<file path="src/ltsm_pkg.sv">
package ltsm_pkg;

    // Sideband word and bit counter widths
    localparam int SB_MSG_W = 64;
    localparam int SB_CNT_W = $clog2(SB_MSG_W);

    // 4 ms and 8 ms at 100 MHz
    localparam int RESET_DWELL_CYCLES   = 400_000;
    localparam int STATE_TIMEOUT_CYCLES = 800_000;

    localparam int DWELL_CNT_W   = 19;
    localparam int TIMEOUT_CNT_W = 20;

    // Training states, code 6 left free
    typedef enum logic [2:0] {
        RESET      = 3'd0,
        SBINIT     = 3'd1,
        MBINIT     = 3'd2,
        MBTRAIN    = 3'd3,
        LINKINIT   = 3'd4,
        ACTIVE     = 3'd5,
        TRAINERROR = 3'd7
    } ltsm_state_t;

    // Sideband message kinds
    typedef enum logic [7:0] {
        MSG_REQ = 8'h01,
        MSG_RSP = 8'h02,
        MSG_ERR = 8'h03
    } sb_msg_code_t;

    // One sideband message, msb goes out first
    typedef struct packed {
        sb_msg_code_t msg_code;
        // Phase the message belongs to, state code zero extended
        logic [7:0]   sub_code;
        logic [15:0]  msg_info;
        logic [31:0]  data;
    } sb_msg_t;

endpackage
</file>
<file path="src/ltsm_top.sv">
`timescale 1ns/1ps

module ltsm_top (
    input  logic clk_100MHz,
    input  logic reset,
    input  logic enable_i,
    input  logic start_lt_i,
    input  logic sb_clk_pin_i,
    input  logic sb_data_pin_i,
    output logic active_o,
    output logic sb_clk_pin_o,
    output logic sb_data_pin_o
);

    import ltsm_pkg::*;

    ltsm_state_t state;
    logic        dwell_done;
    logic        timeout;
    logic        phase_done;

    sb_msg_t     tx_msg;
    logic        tx_start;
    logic        tx_busy;
    sb_msg_t     rx_msg;
    logic        rx_valid;

    ltsm_fsm ltsm_fsm_i (
        .clk_100MHz   (clk_100MHz),
        .reset        (reset),
        .enable_i     (enable_i),
        .start_lt_i   (start_lt_i),
        .dwell_done_i (dwell_done),
        .timeout_i    (timeout),
        .phase_done_i (phase_done),
        .state_o      (state),
        .active_o     (active_o)
    );

    ltsm_timers ltsm_timers_i (
        .clk_100MHz   (clk_100MHz),
        .reset        (reset),
        .state_i      (state),
        .dwell_done_o (dwell_done),
        .timeout_o    (timeout)
    );

    ltsm_phase_exchange ltsm_phase_exchange_i (
        .clk_100MHz   (clk_100MHz),
        .reset        (reset),
        .state_i      (state),
        .rx_msg_i     (rx_msg),
        .rx_valid_i   (rx_valid),
        .tx_busy_i    (tx_busy),
        .tx_msg_o     (tx_msg),
        .tx_start_o   (tx_start),
        .phase_done_o (phase_done)
    );

    sb_serializer sb_serializer_i (
        .clk_100MHz    (clk_100MHz),
        .reset         (reset),
        .msg_i         (tx_msg),
        .start_i       (tx_start),
        .busy_o        (tx_busy),
        .sb_clk_pin_o  (sb_clk_pin_o),
        .sb_data_pin_o (sb_data_pin_o)
    );

    sb_deserializer sb_deserializer_i (
        .clk_100MHz    (clk_100MHz),
        .reset         (reset),
        .sb_clk_pin_i  (sb_clk_pin_i),
        .sb_data_pin_i (sb_data_pin_i),
        .msg_o         (rx_msg),
        .valid_o       (rx_valid)
    );

endmodule

</file>
<file path="src/ltsm_phase_exchange.sv">
`timescale 1ns/1ps

module ltsm_phase_exchange (
    input  logic                  clk_100MHz,
    input  logic                  reset,
    input  ltsm_pkg::ltsm_state_t state_i,
    input  ltsm_pkg::sb_msg_t     rx_msg_i,
    input  logic                  rx_valid_i,
    input  logic                  tx_busy_i,
    output ltsm_pkg::sb_msg_t     tx_msg_o,
    output logic                  tx_start_o,
    output logic                  phase_done_o
);

    import ltsm_pkg::*;

    ltsm_state_t state_q;
    logic        entry;
    logic        training;
    logic        error_phase;
    logic [7:0]  phase_code;
    logic        rx_match;

    // Phase flags
    logic        req_pend;
    logic        rsp_pend;
    logic        rsp_sent;
    logic        peer_rsp_seen;

    logic        issue;
    sb_msg_t     next_msg;

    assign entry       = (state_i != state_q);
    assign training    = state_i inside {SBINIT, MBINIT, MBTRAIN, LINKINIT};
    assign error_phase = (state_i == TRAINERROR);
    assign phase_code  = {5'b0, state_i};
    assign rx_match    = rx_valid_i && training && (rx_msg_i.sub_code == phase_code);

    // One start per free transmitter, never in the cycle of phase_done
    assign issue = !entry && !tx_start_o && !tx_busy_i && !phase_done_o
                   && (req_pend || rsp_pend);

    always_comb begin
        next_msg          = '0;
        next_msg.sub_code = phase_code;
        if (req_pend) begin
            next_msg.msg_code = error_phase ? MSG_ERR : MSG_REQ;
        end else begin
            next_msg.msg_code = MSG_RSP;
        end
    end

    always_ff @(posedge clk_100MHz) begin
        if (reset) begin
            state_q       <= RESET;
            req_pend      <= 1'b0;
            rsp_pend      <= 1'b0;
            rsp_sent      <= 1'b0;
            peer_rsp_seen <= 1'b0;
            tx_start_o    <= 1'b0;
            phase_done_o  <= 1'b0;
        end else begin
            state_q      <= state_i;
            tx_start_o   <= 1'b0;
            phase_done_o <= 1'b0;
            if (entry) begin
                // New phase, opening message is REQ or ERR
                req_pend      <= training || error_phase;
                rsp_pend      <= 1'b0;
                rsp_sent      <= 1'b0;
                peer_rsp_seen <= 1'b0;
            end else begin
                // Start strobe high means the serializer takes the word now
                if (tx_start_o && tx_msg_o.msg_code != MSG_REQ) begin
                    rsp_sent <= 1'b1;
                end
                if (issue) begin
                    tx_start_o <= 1'b1;
                    if (req_pend) begin
                        req_pend <= 1'b0;
                    end else begin
                        rsp_pend <= 1'b0;
                    end
                end
                if (rsp_sent && (peer_rsp_seen || error_phase) && !phase_done_o) begin
                    phase_done_o  <= 1'b1;
                    rsp_sent      <= 1'b0;
                    peer_rsp_seen <= 1'b0;
                end
            end
            // Partner traffic for this phase, may land on the entry cycle too
            if (rx_match && rx_msg_i.msg_code == MSG_REQ) begin
                rsp_pend <= 1'b1;
            end
            if (rx_match && rx_msg_i.msg_code == MSG_RSP) begin
                peer_rsp_seen <= 1'b1;
            end
        end
    end

    always_ff @(posedge clk_100MHz) begin
        if (issue) begin
            tx_msg_o <= next_msg;
        end
    end

    // Relies on the serializer raising busy on the edge it takes start
    start_only_when_idle: assert property (@(posedge clk_100MHz) disable iff (reset)
        !(tx_start_o && tx_busy_i));

endmodule

</file>
<file path="src/ltsm_fsm.sv">
`timescale 1ns/1ps

module ltsm_fsm (
    input  logic                  clk_100MHz,
    input  logic                  reset,
    input  logic                  enable_i,
    input  logic                  start_lt_i,
    input  logic                  dwell_done_i,
    input  logic                  timeout_i,
    input  logic                  phase_done_i,
    output ltsm_pkg::ltsm_state_t state_o,
    output logic                  active_o
);

    import ltsm_pkg::*;

    ltsm_state_t state_d;
    logic        training;

    assign training = state_o inside {SBINIT, MBINIT, MBTRAIN, LINKINIT};

    always_comb begin
        state_d = state_o;
        if (training && timeout_i) begin
            // Timeout wins over a phase that finishes in the same cycle
            state_d = TRAINERROR;
        end else begin
            case (state_o)
                RESET: begin
                    if (dwell_done_i && enable_i && start_lt_i) begin
                        state_d = SBINIT;
                    end
                end
                SBINIT: begin
                    if (phase_done_i) begin
                        state_d = MBINIT;
                    end
                end
                MBINIT: begin
                    if (phase_done_i) begin
                        state_d = MBTRAIN;
                    end
                end
                MBTRAIN: begin
                    if (phase_done_i) begin
                        state_d = LINKINIT;
                    end
                end
                LINKINIT: begin
                    if (phase_done_i) begin
                        state_d = ACTIVE;
                    end
                end
                // Link stays up until the next reset
                ACTIVE: state_d = ACTIVE;
                TRAINERROR: begin
                    // Error message is out, start over
                    if (phase_done_i) begin
                        state_d = RESET;
                    end
                end
                default: state_d = RESET;
            endcase
        end
    end

    always_ff @(posedge clk_100MHz) begin
        if (reset) begin
            state_o <= RESET;
        end else begin
            state_o <= state_d;
        end
    end

    assign active_o = (state_o == ACTIVE);

    active_is_final: assert property (@(posedge clk_100MHz) disable iff (reset)
        state_o == ACTIVE |=> state_o == ACTIVE);

    // Phase exchange must be idle while the dwell runs
    no_done_in_reset: assert property (@(posedge clk_100MHz) disable iff (reset)
        state_o == RESET |-> !phase_done_i);

endmodule

</file>
<file path="src/ltsm_timers.sv">
`timescale 1ns/1ps

module ltsm_timers (
    input  logic                  clk_100MHz,
    input  logic                  reset,
    input  ltsm_pkg::ltsm_state_t state_i,
    output logic                  dwell_done_o,
    output logic                  timeout_o
);

    import ltsm_pkg::*;

    logic [DWELL_CNT_W-1:0]   dwell_cnt;
    logic [TIMEOUT_CNT_W-1:0] timeout_cnt;
    ltsm_state_t              state_q;
    logic                     training;

    assign training = state_i inside {SBINIT, MBINIT, MBTRAIN, LINKINIT};

    // RESET dwell, holds at the end value until RESET is left
    always_ff @(posedge clk_100MHz) begin
        if (reset) begin
            dwell_cnt <= '0;
        end else if (state_i != RESET) begin
            dwell_cnt <= '0;
        end else if (!dwell_done_o) begin
            dwell_cnt <= dwell_cnt + 1'b1;
        end
    end

    assign dwell_done_o = (dwell_cnt == DWELL_CNT_W'(RESET_DWELL_CYCLES - 1));

    // Per-state timeout, restarted on every state change
    always_ff @(posedge clk_100MHz) begin
        if (reset) begin
            state_q     <= RESET;
            timeout_cnt <= '0;
        end else begin
            state_q <= state_i;
            if (state_i != state_q || !training) begin
                timeout_cnt <= '0;
            end else if (!timeout_o) begin
                timeout_cnt <= timeout_cnt + 1'b1;
            end
        end
    end

    assign timeout_o = (timeout_cnt == TIMEOUT_CNT_W'(STATE_TIMEOUT_CYCLES - 1));

endmodule

</file>
<file path="src/sb_deserializer.sv">
`timescale 1ns/1ps

module sb_deserializer (
    input  logic              clk_100MHz,
    input  logic              reset,
    input  logic              sb_clk_pin_i,
    input  logic              sb_data_pin_i,
    output ltsm_pkg::sb_msg_t msg_o,
    output logic              valid_o
);

    import ltsm_pkg::*;

    logic [SB_MSG_W-1:0] shift_q;
    logic [SB_CNT_W-1:0] bit_cnt;

    // Count bits while the partner clock is high, drop short bursts
    always_ff @(posedge clk_100MHz) begin
        if (reset) begin
            bit_cnt <= '0;
            valid_o <= 1'b0;
        end else begin
            valid_o <= 1'b0;
            if (!sb_clk_pin_i) begin
                bit_cnt <= '0;
            end else if (bit_cnt == SB_CNT_W'(SB_MSG_W - 1)) begin
                bit_cnt <= '0;
                valid_o <= 1'b1;
            end else begin
                bit_cnt <= bit_cnt + 1'b1;
            end
        end
    end

    always_ff @(posedge clk_100MHz) begin
        if (sb_clk_pin_i) begin
            shift_q <= {shift_q[SB_MSG_W-2:0], sb_data_pin_i};
        end
    end

    assign msg_o = sb_msg_t'(shift_q);

    // Each word needs 64 clock-high cycles before the next pulse
    single_cycle_valid: assert property (@(posedge clk_100MHz) disable iff (reset)
        valid_o |=> !valid_o);

endmodule

</file>
<file path="src/sb_serializer.sv">
`timescale 1ns/1ps

module sb_serializer (
    input  logic              clk_100MHz,
    input  logic              reset,
    input  ltsm_pkg::sb_msg_t msg_i,
    input  logic              start_i,
    output logic              busy_o,
    output logic              sb_clk_pin_o,
    output logic              sb_data_pin_o
);

    import ltsm_pkg::*;

    logic [SB_MSG_W-1:0] shift_q;
    logic [SB_CNT_W-1:0] bit_cnt;

    // Busy covers the 64 bit times after the start edge
    always_ff @(posedge clk_100MHz) begin
        if (reset) begin
            busy_o  <= 1'b0;
            bit_cnt <= '0;
        end else if (!busy_o) begin
            if (start_i) begin
                busy_o  <= 1'b1;
                bit_cnt <= SB_CNT_W'(SB_MSG_W - 1);
            end
        end else begin
            bit_cnt <= bit_cnt - 1'b1;
            if (bit_cnt == '0) begin
                busy_o <= 1'b0;
            end
        end
    end

    // Msb first
    always_ff @(posedge clk_100MHz) begin
        if (!busy_o && start_i) begin
            shift_q <= msg_i;
        end else if (busy_o) begin
            shift_q <= {shift_q[SB_MSG_W-2:0], 1'b0};
        end
    end

    // Both pins quiet when idle
    assign sb_clk_pin_o  = busy_o;
    assign sb_data_pin_o = busy_o && shift_q[SB_MSG_W-1];

endmodule

</file>
<file path="config.mk">
export PLATFORM = sky130hd
export DESIGN_NAME = ltsm_top
export DESIGN_NICKNAME = d
export VERILOG_FILES = /design/src/ltsm_pkg.sv /design/src/ltsm_top.sv /design/src/ltsm_phase_exchange.sv /design/src/ltsm_fsm.sv /design/src/ltsm_timers.sv /design/src/sb_deserializer.sv /design/src/sb_serializer.sv
export SDC_FILE = /design/constraint.sdc
export NUM_CORES = 1
export LEC_CHECK = 0
export ABC_CLOCK_PERIOD_IN_PS = 2200
export BUFFER_PORTS_ARGS = -buffer_cell sky130_fd_sc_hd__buf_2
export CORE_ASPECT_RATIO = 0.5
export CORE_UTILIZATION = 50
export DETAILED_ROUTE_END_ITERATION = 6
export PLACE_DENSITY = 0.77
export SLEW_MARGIN = 20
export SYNTH_ARGS = -nofsm -noshare
export SYNTH_HDL_FRONTEND = slang
export SYNTH_SLANG_ARGS = --single-unit
export TNS_END_PERCENT = 20
</file>
<file path="constraint.sdc">
create_clock -name clk_100MHz -period 2.2 [get_ports clk_100MHz]
set_input_delay 0.22 -clock clk_100MHz [delete_from_list [all_inputs] [get_ports clk_100MHz]]
set_output_delay 0.22 -clock clk_100MHz [all_outputs]
set_load 0.05 [all_outputs]
</file>
# [Word level (Yosys, flattened, before mapping)]
# Index checks and enable logic that the tools add are counted.
[word_totals] ff_bits=203 output_inout_bits=3
[op_classes] n_addsub=4 eq_ne=21 n_mux=28 bitwise=1 reduce_logical=42
[ops] operator="64-bit 2-to-1 mux" count=2
[ops] operator="3-bit 2-to-1 mux" count=7
[ops] operator="3-bit case mux with 7 select lines" count=1
[ops] operator="20-bit by 1-bit adder with 20-bit output, second input constant" count=1
[ops] operator="20-bit == test, second input constant" count=1
[ops] operator="19-bit by 1-bit adder with 19-bit output, second input constant" count=1
[ops] operator="19-bit == test, second input constant" count=1
[ops] operator="3-bit by 2-bit inequality test with 1-bit output, second input constant" count=6
[ops] operator="1-bit logical AND" count=16
[ops] operator="1-bit 2-to-1 mux" count=15
[ops] operator="6-bit 2-to-1 mux" count=2
[ops] operator="3-bit == test, second input constant" count=3
[ops] operator="3-bit nonzero test" count=3
[ops] operator="8-bit by 1-bit == test with 1-bit output, second input constant" count=1
[ops] operator="8-bit by 2-bit == test with 1-bit output, second input constant" count=1
[ops] operator="8-bit by 3-bit == test with 1-bit output" count=1
[ops] operator="8-bit by 1-bit inequality test with 1-bit output, second input constant" count=1
[ops] operator="2-bit OR reduction" count=4
[ops] operator="6-bit by 1-bit adder with 6-bit output, second input constant" count=1
[ops] operator="3-bit by 2-bit == test with 1-bit output, second input constant" count=2
[ops] operator="6-bit == test, second input constant" count=1
[ops] operator="6-bit logical NOT" count=1
[ops] operator="6-bit AND reduction" count=1
[ops] operator="2-bit nonzero test" count=3
[ops] operator="other kinds (12)" count=20

# [Longest topological paths before layout]
# Gate-level depths: netlist of run 1.
[depth] depth_word=9 ltp_mapped=8 ltp_nobuf=6

# [By module]
# From an unflattened synthesis of run 1, not the netlist that was laid out.
[unflattened] hier_cells=802 hier_area_um2=8670.8
[modules_own_cells] mod="sb_serializer" instances=1 cells_per_inst=308 area_each_um2=3088.0
[modules_own_cells] mod="sb_deserializer" instances=1 cells_per_inst=93 area_each_um2=2190.9
[modules_own_cells] mod="ltsm_timers" instances=1 cells_per_inst=245 area_each_um2=2070.7
[modules_own_cells] mod="ltsm_phase_exchange" instances=1 cells_per_inst=130 area_each_um2=1099.8
[modules_own_cells] mod="ltsm_fsm" instances=1 cells_per_inst=26 area_each_um2=221.5

# [Worst setup path after synthesis of run 1]
# Ideal clock, no wire load.
[synth_path] path_type="register -> register" from="reg sb_serializer_i.busy_o" to="reg ltsm_phase_exchange_i.tx_msg_o[48] (netlist bit), enable pin" setup_ps=381 arrival_ps=1947 path_slack_ps=-128 stages_incl_launch_ff=7 path_buffers=1 cell_sequence="dfxtp_1 -> clkbuf_1 -> nor2_1 -> inv_1 -> nor2_1 -> o21ai_0 -> nor4_1"
[synth_between] elab_chain_cells=4
[synth_lines] item="start, declared" line_no="sb_serializer.sv:8" rtl="output logic busy_o,"
[synth_lines] item="start signal, assigned" line_no="sb_serializer.sv:21" rtl="busy_o <= 1'b0;"
[synth_lines] item="start signal, assigned" line_no="sb_serializer.sv:25" rtl="busy_o <= 1'b1;"
[synth_lines] item="start signal, assigned" line_no="sb_serializer.sv:31" rtl="busy_o <= 1'b0;"
[synth_lines] item="1-bit logical NOT" line_no="ltsm_phase_exchange.sv:40" rtl="assign issue = !entry && !tx_start_o && !tx_busy_i && !phase_done_o"
[synth_lines] item="1-bit logical AND (2 in series)" line_no="ltsm_phase_exchange.sv:40"
[synth_lines] item="1-bit logical AND" line_no="ltsm_phase_exchange.sv:41" rtl="&& (req_pend || rsp_pend);"
[synth_lines] item="net ltsm_phase_exchange_i.issue" line_no="ltsm_phase_exchange.sv:30" rtl="logic issue;"
[synth_lines] item="end signal, assigned" line_no="ltsm_phase_exchange.sv:103" rtl="tx_msg_o <= next_msg;"
[synth_lines] item="end, declared" line_no="ltsm_phase_exchange.sv:10" rtl="output ltsm_pkg::sb_msg_t tx_msg_o,"
# The timed path passes the listed nets, and every way through them passes these cells.
# A chain may end at the register's enable or synchronous reset.

# [Worst setup path after layout of run 1]
[layout_path] from="reg ltsm_timers_i.dwell_cnt[0]" to="reg ltsm_fsm_i.state_o[1]"
[layout_between] elab_chain_cells=5
[layout_lines] item="start, declared" line_no="ltsm_timers.sv:13" rtl="logic [DWELL_CNT_W-1:0] dwell_cnt;"
[layout_lines] item="start signal, assigned" line_no="ltsm_timers.sv:27" rtl="dwell_cnt <= dwell_cnt + 1'b1;"
[layout_lines] item="19-bit == test" line_no="ltsm_timers.sv:31" rtl="assign dwell_done_o = (dwell_cnt == DWELL_CNT_W'(RESET_DWELL_CYCLES - 1));"
[layout_lines] item="1-bit logical AND (2 in series)" line_no="ltsm_fsm.sv:30" rtl="if (dwell_done_i && enable_i && start_lt_i) begin"
[layout_lines] item="3-bit by 1-bit inequality test with 1-bit output (no source line)"
[layout_lines] item="6-bit AND reduction (no source line)"
[layout_lines] item="end signal, assigned" line_no="ltsm_fsm.sv:71" rtl="state_o <= state_d;"
[layout_lines] item="end, declared" line_no="ltsm_fsm.sv:11" rtl="output ltsm_pkg::ltsm_state_t state_o,"
# No other way between the ends.

==> results of run 1 <==
kinds of logic (layout without fill, tap and decap cells):
logic type      after synthesis  in the layout
mux                           1              1
xor+xnor                     38             38
flops                       150            150
compound gates               56             56
fa+ha+maj                     4              4
simple gates                201            201
buf+inv                      26             66
worst min-delay path by stage:
stage	start	endpoint	slack, ns	cells past startpoint
after floorplan	sb_data_pin_i	sb_deserializer_i.msg_o[0]$_DFFE_PP_	0.32	0
after global placement	sb_data_pin_i	sb_deserializer_i.msg_o[0]$_DFFE_PP_	0.40	1
after detailed placement	sb_data_pin_i	sb_deserializer_i.msg_o[0]$_DFFE_PP_	0.40	1
after CTS	reset	ltsm_timers_i.state_q[1]$_SDFF_PP0_	0.17	2
after global routing	reset	ltsm_timers_i.state_q[1]$_SDFF_PP0_	0.18	2
final	reset	ltsm_timers_i.state_q[1]$_SDFF_PP0_	0.19	2
area by class of cell:
class	count	area share (%)
repair buffers	23	2.48
inverters	11	0.611
clock buffers	17	6.30
flip-flops and latches	150	57.0
multi-input cells	300	28.3
clock inverters	15	2.31
well taps	159	2.94
power by group:
part | internal, W | total (W) | leakage (nW) | switching, W
registers | 0.00304 | 0.00307 | 1.34 | 0.0000303
clock network | 0.00161 | 0.00286 | 0.285 | 0.00125
logic | 0.0000227 | 0.0000700 | 0.681 | 0.0000473
total | 0.00467 | 0.00599 | 2.31 | 0.00132
cell usage in the layout (no fill, tap or decap), drive strengths merged, types with 3 or more instances in the layout:
cell,n
xor2,15
buf,22
nor3,22
nor4,8
and4,6
ha,4
or3,6
and3,4
nand2,34
dfxtp,65
nand2b,8
nand3b,3
and2,17
o21ai,10
edfxtp,85
a31oi,3
xnor2,23
a2111oi,3
clkbuf,17
a21oi,14
nor2,57
a211oi,11
inv,22
nand3,17
nand4,5
nor2b,5
through the flow:
step / total power [W] / instances / hold slack, ns / utilization, % / setup slack, ns
after floorplan: 0.00314 / 476 / 0.319 / - / 0.0678
after global placement: 0.00319 / 642 / 0.400 / 55.0 / 0.289
after detailed placement: 0.00319 / 642 / 0.401 / 55.0 / 0.227
after CTS: 0.00604 / 675 / 0.172 / 60.2 / 0.207
after global routing: 0.00619 / 675 / 0.179 / 60.2 / 0.0733
final: 0.00599 / 675 / 0.187 / 60.2 / 0.204
layer usage:
layer	vias up	track usage, %
met2	59	27.3
met1	1746	23.9
met5	-	0
li1	1786	-
met3	12	5.25
met4	0	8.14
critical path, stage by stage, from the launching register on:
cell,delay [ns]
dfxtp_1,0.40
ha_1,0.24
and4_1,0.28
nand2_1,0.09
or3_4,0.41
a31o_2,0.25
a221oi_2,0.25
repair_timing:
item,CTS,global route
buffers inserted,0,0
endpoints found under the hold margin,1,0
hold buffers,1,0
setup endpoints to repair,0,0
sequential cells by signal, summed over array words and instances, names as in the netlist:
register / flops
ltsm_phase_exchange_i.phase_done_o: 1
ltsm_timers_i.timeout_cnt: 20
ltsm_timers_i.state_q: 3
sb_serializer_i.bit_cnt: 6
ltsm_fsm_i.state_o: 3
sb_serializer_i.busy_o: 1
ltsm_phase_exchange_i.peer_rsp_seen: 1
sb_deserializer_i.valid_o: 1
ltsm_phase_exchange_i.req_pend: 1
ltsm_phase_exchange_i.rsp_sent: 1
ltsm_timers_i.dwell_cnt: 19
sb_deserializer_i.msg_o: 64
ltsm_phase_exchange_i.rsp_pend: 1
sb_serializer_i.shift_q: 16
ltsm_phase_exchange_i.tx_msg_o: 5
sb_deserializer_i.bit_cnt: 6
ltsm_phase_exchange_i.tx_start_o: 1
==> qor.csv, run 1 <==
stage,metric,value,unit
run_status,run_status,"finished, final reports clean",
yosys,yosys.area.top_type,edfxtp_1,
drt,drc,0,
worst_setup_path,r2r-end,ltsm_fsm_i.state_o[1]$_SDFFE_PP0P_,
sta,fin_skew,0.00750,ns
yosys,yosysMostFrequentCell,edfxtp_1,
yosys,synth.top_cell.area_share,43.4,%
floorplan,die-width,155,um
clock_network,clk_latency,0.42,ns
worst_hold_path,hold_class,input port to register,
clock_network,cts_resized,0,
sta,post-route-period-util,90.7,%
clock_network,clkSinkCount,150,
yosys,synth_seq_area_share,65.6,%
clock_network,htree_levels,4,
sta,fmax,501,MHz
yosys,synth_compound_area_share,6.88,%
floorplan,start_util,52.4,%
worst_setup_path,critPathRequiredTime,2.53,ns
worst_setup_path,r2r-start,ltsm_timers_i.dwell_cnt[0]$_SDFFE_PP0P_,
sta,min_period,2.00,ns
worst_setup_path,critPathKind,register to register,
yosys,postSynthCellCount,476,
drt,wl_met1,4710,um
worst_setup_path,endpoint_kind,register,
yosys,synthMuxAreaShare,0.170,%
drt,routed_wl,9670,um
drt,wl_per_cell,14.3,um
finish,n_fill_cell,890,
yosys,synth_ff_type,edfxtp_1,
worst_setup_path,cp-start-kind,register,
drt,first_pass_iters,4,
yosys,avgSynthCellArea,12.3,um2
worst_setup_path,reg2reg_slack,0.20,ns
finish,multi_input_area,0.00191,mm2
yosys,ys_types,61,
floorplan,die_h,78.7,um
sta,setup_tns,0,ns
worst_setup_path,startpoint,ltsm_timers_i.dwell_cnt[0]$_SDFFE_PP0P_,
drt,met2_length,4450,um
finish,nets,513,
sta,tightest_slew,0.680,ns
global_route,grt_max_degree,29,
clock_network,path_clk_slew,0.06,ns
clock_network,cts_buffers,17,
placement,dp_hpwl,5970,um
global_route,grt_pass1_vias,3478,
finish,drive_above_1_share,14.9,%
drt,wl_met3,362,um
finish,seq_area,0.00385,mm2
worst_setup_path,path_max_fanout,4,
drt,drtIter0Drc,280,
global_route,grt_antenna_before_repair,0,
global_route,grt_pass1_wl,16800,um
yosys,ys_ff_latch,150,
yosys,yosys-top-cells-count,"edfxtp_1 (85), dfxtp_1 (65), nor2_1 (55), nand2_1 (33), xnor2_1 (23)",
sta,setup_viol,0,
placement,post_dp_cell_area,0.00616,mm2
sta,rsz0062_at_grt,no,
yosys,synthArstFlopShare,0,%
worst_setup_path,reg2reg_depth,6,
sta,hold_viol_final,0,
job,cap_violations,0,
yosys,ys_top_cells_by_area,"edfxtp_1 (43%), dfxtp_1 (22%), nor2_1 (3.5%)",
yosys,syn_nets,486,
sta,slew_headroom,54.0,%
floorplan,dieArea,0.0122,mm2
pwr,ir_drop,419,uV
floorplan,num_rows,27,
finish,n_antenna_cell,0,
clock_network,ctsLongestPathBuffers,2,
placement,gp_congestion,0.737,
sta,drv_slew,0,
yosys,synthXorXnorAreaFrac,5.66,%
pwr,leakagePower,2.31,nW
floorplan,core_area,0.0112,mm2
yosys,ys_warn_count,0,
floorplan,ios,9,
worst_setup_path,crit_arrival,2.33,ns
drt,vias_per_cell,5.34,
pwr,power.density,887,mW/mm2
drt,ant_nets,0,
finish,fin_area,0.00676,mm2
yosys,syn_area,0.00588,mm2
yosys,synth_edf_count,85,
placement,port_buffers,8,
global_route,overflow,0,
yosys,synthSimpleGateAreaFrac,18.9,%
clock_network,cts_root_buf,clkbuf_16,
clock_network,cts_tree,done,
finish,area_growth,14.9,%
drt,dr.max_layer_used,met4,
yosys,synth_top_family_by_area,simple AND/OR/NAND/NOR gates,
yosys,synth_fa_ha_area_share,0.851,%
global_route,gr-usage-all-layers,18.0,%
drt,vias,3603,
worst_setup_path,endpoint,ltsm_fsm_i.state_o[1]$_SDFFE_PP0P_,
Note: power is estimated with default switching activity, not from simulation.
==> run 2, diff against run 1 <==
--- a/config.mk
+++ b/config.mk
@@ -14,5 +14,6 @@
 export SLEW_MARGIN = 20
 export SYNTH_ARGS = -nofsm -noshare
 export SYNTH_HDL_FRONTEND = slang
+export SYNTH_HIERARCHICAL = 1
 export SYNTH_SLANG_ARGS = --single-unit
-export TNS_END_PERCENT = 20
+export TNS_END_PERCENT = 30
==> run 2 against run 1 <==
  * Global-route usage is 2.0 points lower
  * Worst hold slack got worse by 0.15 ns
  * Register-to-register slack is essentially flat
  * Setup slack worse by 0.030 ns
  * Sequential cell count grew 51
  * Wire length grew 40%
  * Largest cell class unchanged
==> qor.csv, run 2 <==
stage,metric,value,unit,change
run_status,run_status,"finished, final reports clean",,unchanged
sta,fmax,494,MHz,was 501 MHz
pwr,leakagePower,3.48,nW,was 2.31 nW
floorplan,ios,9,,unchanged
worst_setup_path,worst-path-buf-inv,2,,was 0
sta,fin_skew,0.00958,ns,was 0.00750 ns
worst_setup_path,crit_arrival,1.81,ns,was 2.33 ns
yosys,avgSynthCellArea,10.8,um2,was 12.3 um2
global_route,overflow,0,,unchanged
floorplan,dieArea,0.0179,mm2,was 0.0122 mm2
yosys,yosysMostFrequentCell,nand2_1,,was edfxtp_1
finish,area_growth,7.59,%,was 14.9%
pwr,power.density,776,mW/mm2,was 887 mW/mm2
drt,drc,0,,unchanged
finish,final_cell_mix,"nand2_1 (216), edfxtp_1 (133), dfxtp_1 (68)",,"was edfxtp_1 (85), dfxtp_1 (65), nor2_1 (55)"
sta,post-route-period-util,92.1,%,was 90.7%
clock_network,clkSinkCount,201,,was 150
drt,ant_nets,0,,unchanged
finish,n_antenna_cell,0,,unchanged
clock_network,cts_tree,done,,unchanged
worst_hold_path,hold_class,input port to register,,unchanged
yosys,ys_top_cells_by_area,"edfxtp_1 (46%), dfxtp_1 (16%), nand2_1 (9.4%)",,"was edfxtp_1 (43%), dfxtp_1 (22%), nor2_1 (3.5%)"
drt,wl_per_cell,12.8,um,was 14.3 um
clock_network,cts_resized,0,,unchanged
yosys,synth_edf_count,133,,was 85
floorplan,die_h,95.1,um,was 78.7 um
sta,hold_viol_final,0,,unchanged
global_route,gr-usage-all-layers,15.9,%,was 18.0%
yosys,ys_ff_latch,201,,was 150
worst_setup_path,cpPeakStageDelay,0.61,ns,was 0.41 ns
yosys,yosys-top-cells-count,"nand2_1 (216), edfxtp_1 (133), buf_4 (68), dfxtp_1 (68), nor2_1 (36)",,"was edfxtp_1 (85), dfxtp_1 (65), nor2_1 (55), nand2_1 (33), xnor2_1 (23)"
clock_network,path_clk_slew,0.06,ns,about the same
finish,nets,828,,was 513
sta,hold_ws,0.0349,ns,was 0.187 ns
sta,drv_slew,0,,unchanged
drt,drtIter0Drc,543,,was 280
yosys,syn_area,0.00867,mm2,was 0.00588 mm2
placement,gp_congestion,0.811,,was 0.737
yosys,ys_warn_count,6,,was 0
yosys,synthArstFlopShare,0,%,unchanged
clock_network,cts_root_buf,clkbuf_16,,unchanged
yosys,postSynthCellCount,802,,was 476
sta,rsz0062_at_grt,no,,unchanged
sta,setup_tns,0,ns,unchanged
pwr,ir_drop,732,uV,was 419 uV
worst_setup_path,cp_cell_sequence,"buf_4, nand2_1, nor2_1, buf_2",,"was ha_1, and4_1, nand2_1, or3_4, a31o_2, a221oi_2"
worst_setup_path,cp-start-kind,register,,unchanged
floorplan,die-width,188,um,was 155 um
drt,routed_wl,13600,um,was 9670 um
finish,drive_above_1_share,7.94,%,was 14.9%
sta,setup_viol,0,,unchanged
yosys,synth.top_cell.area_share,46.1,%,was 43.4%
yosys,ys_types,62,,was 61
finish,layout_commonest_cell,nand2_1,,was edfxtp_1
floorplan,start_util,52.0,%,was 52.4%
global_route,grt_pass1_wl,23500,um,was 16800 um
clock_network,ctsLongestPathBuffers,3,,was 2
placement,port_buffers,8,,unchanged
worst_setup_path,critPathRequiredTime,1.98,ns,was 2.53 ns
worst_setup_path,path_max_fanout,15,,was 4
yosys,synth_ff_type,edfxtp_1,,unchanged
floorplan,core_area,0.0167,mm2,was 0.0112 mm2
drt,vias,5371,,was 3603
job,cap_violations,0,,unchanged
clock_network,cts_buffers,19,,was 17
sta,min_period,2.03,ns,was 2.00 ns
yosys,yosys.area.top_type,edfxtp_1,,unchanged
placement,dp_hpwl,8400,um,was 5970 um
worst_setup_path,critPathKind,register to primary output,,was register to register
clock_network,clk_latency,0.48,ns,was 0.42 ns
clock_network,htree_levels,1,,was 4
drt,vias_per_cell,5.08,,was 5.34
worst_setup_path,critPathTopFamily,flip-flops,,was simple AND/OR/NAND/NOR gates
yosys,synth_seq_area_share,61.8,%,was 65.6%
global_route,grt_max_degree,53,,was 29
global_route,grt_antenna_before_repair,0,,unchanged
drt,first_pass_iters,4,,unchanged
floorplan,num_rows,33,,was 27
worst_setup_path,endpoint_kind,primary output,,was register
worst_setup_path,critPathSlowestCell,dfxtp_1,,was or3_4
global_route,grt_pass1_vias,5239,,was 3478
finish,n_fill_cell,1379,,was 890
[run 2: area by class of cell]
class,instances,area [um2],area share (%)
clock buffer,29,543,5.82
clock inverter,5,28.8,0.308
inverter,19,72.6,0.778
multi-input combinational,551,2840,30.4
sequential,201,5360,57.4
tap,227,284,3.04
timing repair buffer,26,205,2.20
[run 2: routing by layer]
| metal | vias up | global-route usage (%) | share of wire [%] |
|---|---|---|---|
| met5 | - | 0 | 0 |
| met4 | 0 | 4.40 | 1.5 |
| met3 | 18 | 2.91 | 2.6 |
| met2 | 54 | 27.7 | 47 |
| met1 | 2579 | 20.7 | 49 |
| li1 | 2720 | - | - |
[run 2: cell families after synthesis]
| logic type | synth area share [%] |
|---|---|
| buf+inv | 8.11 |
| mux | 0.462 |
| xor+xnor | 1.82 |
| other cells | 0.0432 |
| flops | 61.8 |
| simple gates | 20.4 |
| compound gates | 6.78 |
| fa+ha+maj | 0.577 |
[run 2: worst paths after layout]
path,startpoint,endpoint,slack (ns),depth (start not counted)
setup / recovery,ltsm_fsm_i/state_o[2]$_SDFFE_PP0P_,active_o,0.17,4
setup reg to reg,ltsm_timers_i/timeout_cnt[0]$_SDFFE_PP0P_,ltsm_fsm_i/state_o[0]$_SDFFE_PP0P_,0.21,8
hold reg to reg,sb_deserializer_i/msg_o[22]$_DFFE_PP_,sb_deserializer_i/msg_o[23]$_DFFE_PP_,0.42,0
hold / removal,enable_i,ltsm_fsm_i/state_o[0]$_SDFFE_PP0P_,0.03,3
[run 2: tightest hold or removal path: stages]
cell and delay [ns]:
buf_2 0.10, nand4_1 0.07, a2111oi_2 0.06
[run 2: report_power, final]
group / total (W) / internal [W] / switching, W
sequential: 0.00411 / 0.00408 / 0.0000309
combinational: 0.0000916 / 0.0000264 / 0.0000652
clock: 0.00304 / 0.00171 / 0.00133
[run 2: what timing repair did]
item                      CTS  global route
hold buffers                2             0
setup buffers               0             0
hold endpoints to repair    2             0
[run 2: per-stage QoR]
stage | instances | setup WS, ns | util, % | power [W] | instance area, um2
2_1_floorplan | 860 | 0.351 | - | 0.00430 | 8890
3_3_place_gp | 1022 | 0.306 | 52.4 | 0.00427 | 8740
3_5_place_dp | 1022 | 0.243 | 52.4 | 0.00428 | 8740
4_1_cts | 1058 | 0.180 | 55.9 | 0.00733 | 9330
5_1_grt | 1058 | 0.0361 | 55.9 | 0.00750 | 9330
6_report | 1058 | 0.174 | 55.9 | 0.00724 | 9330
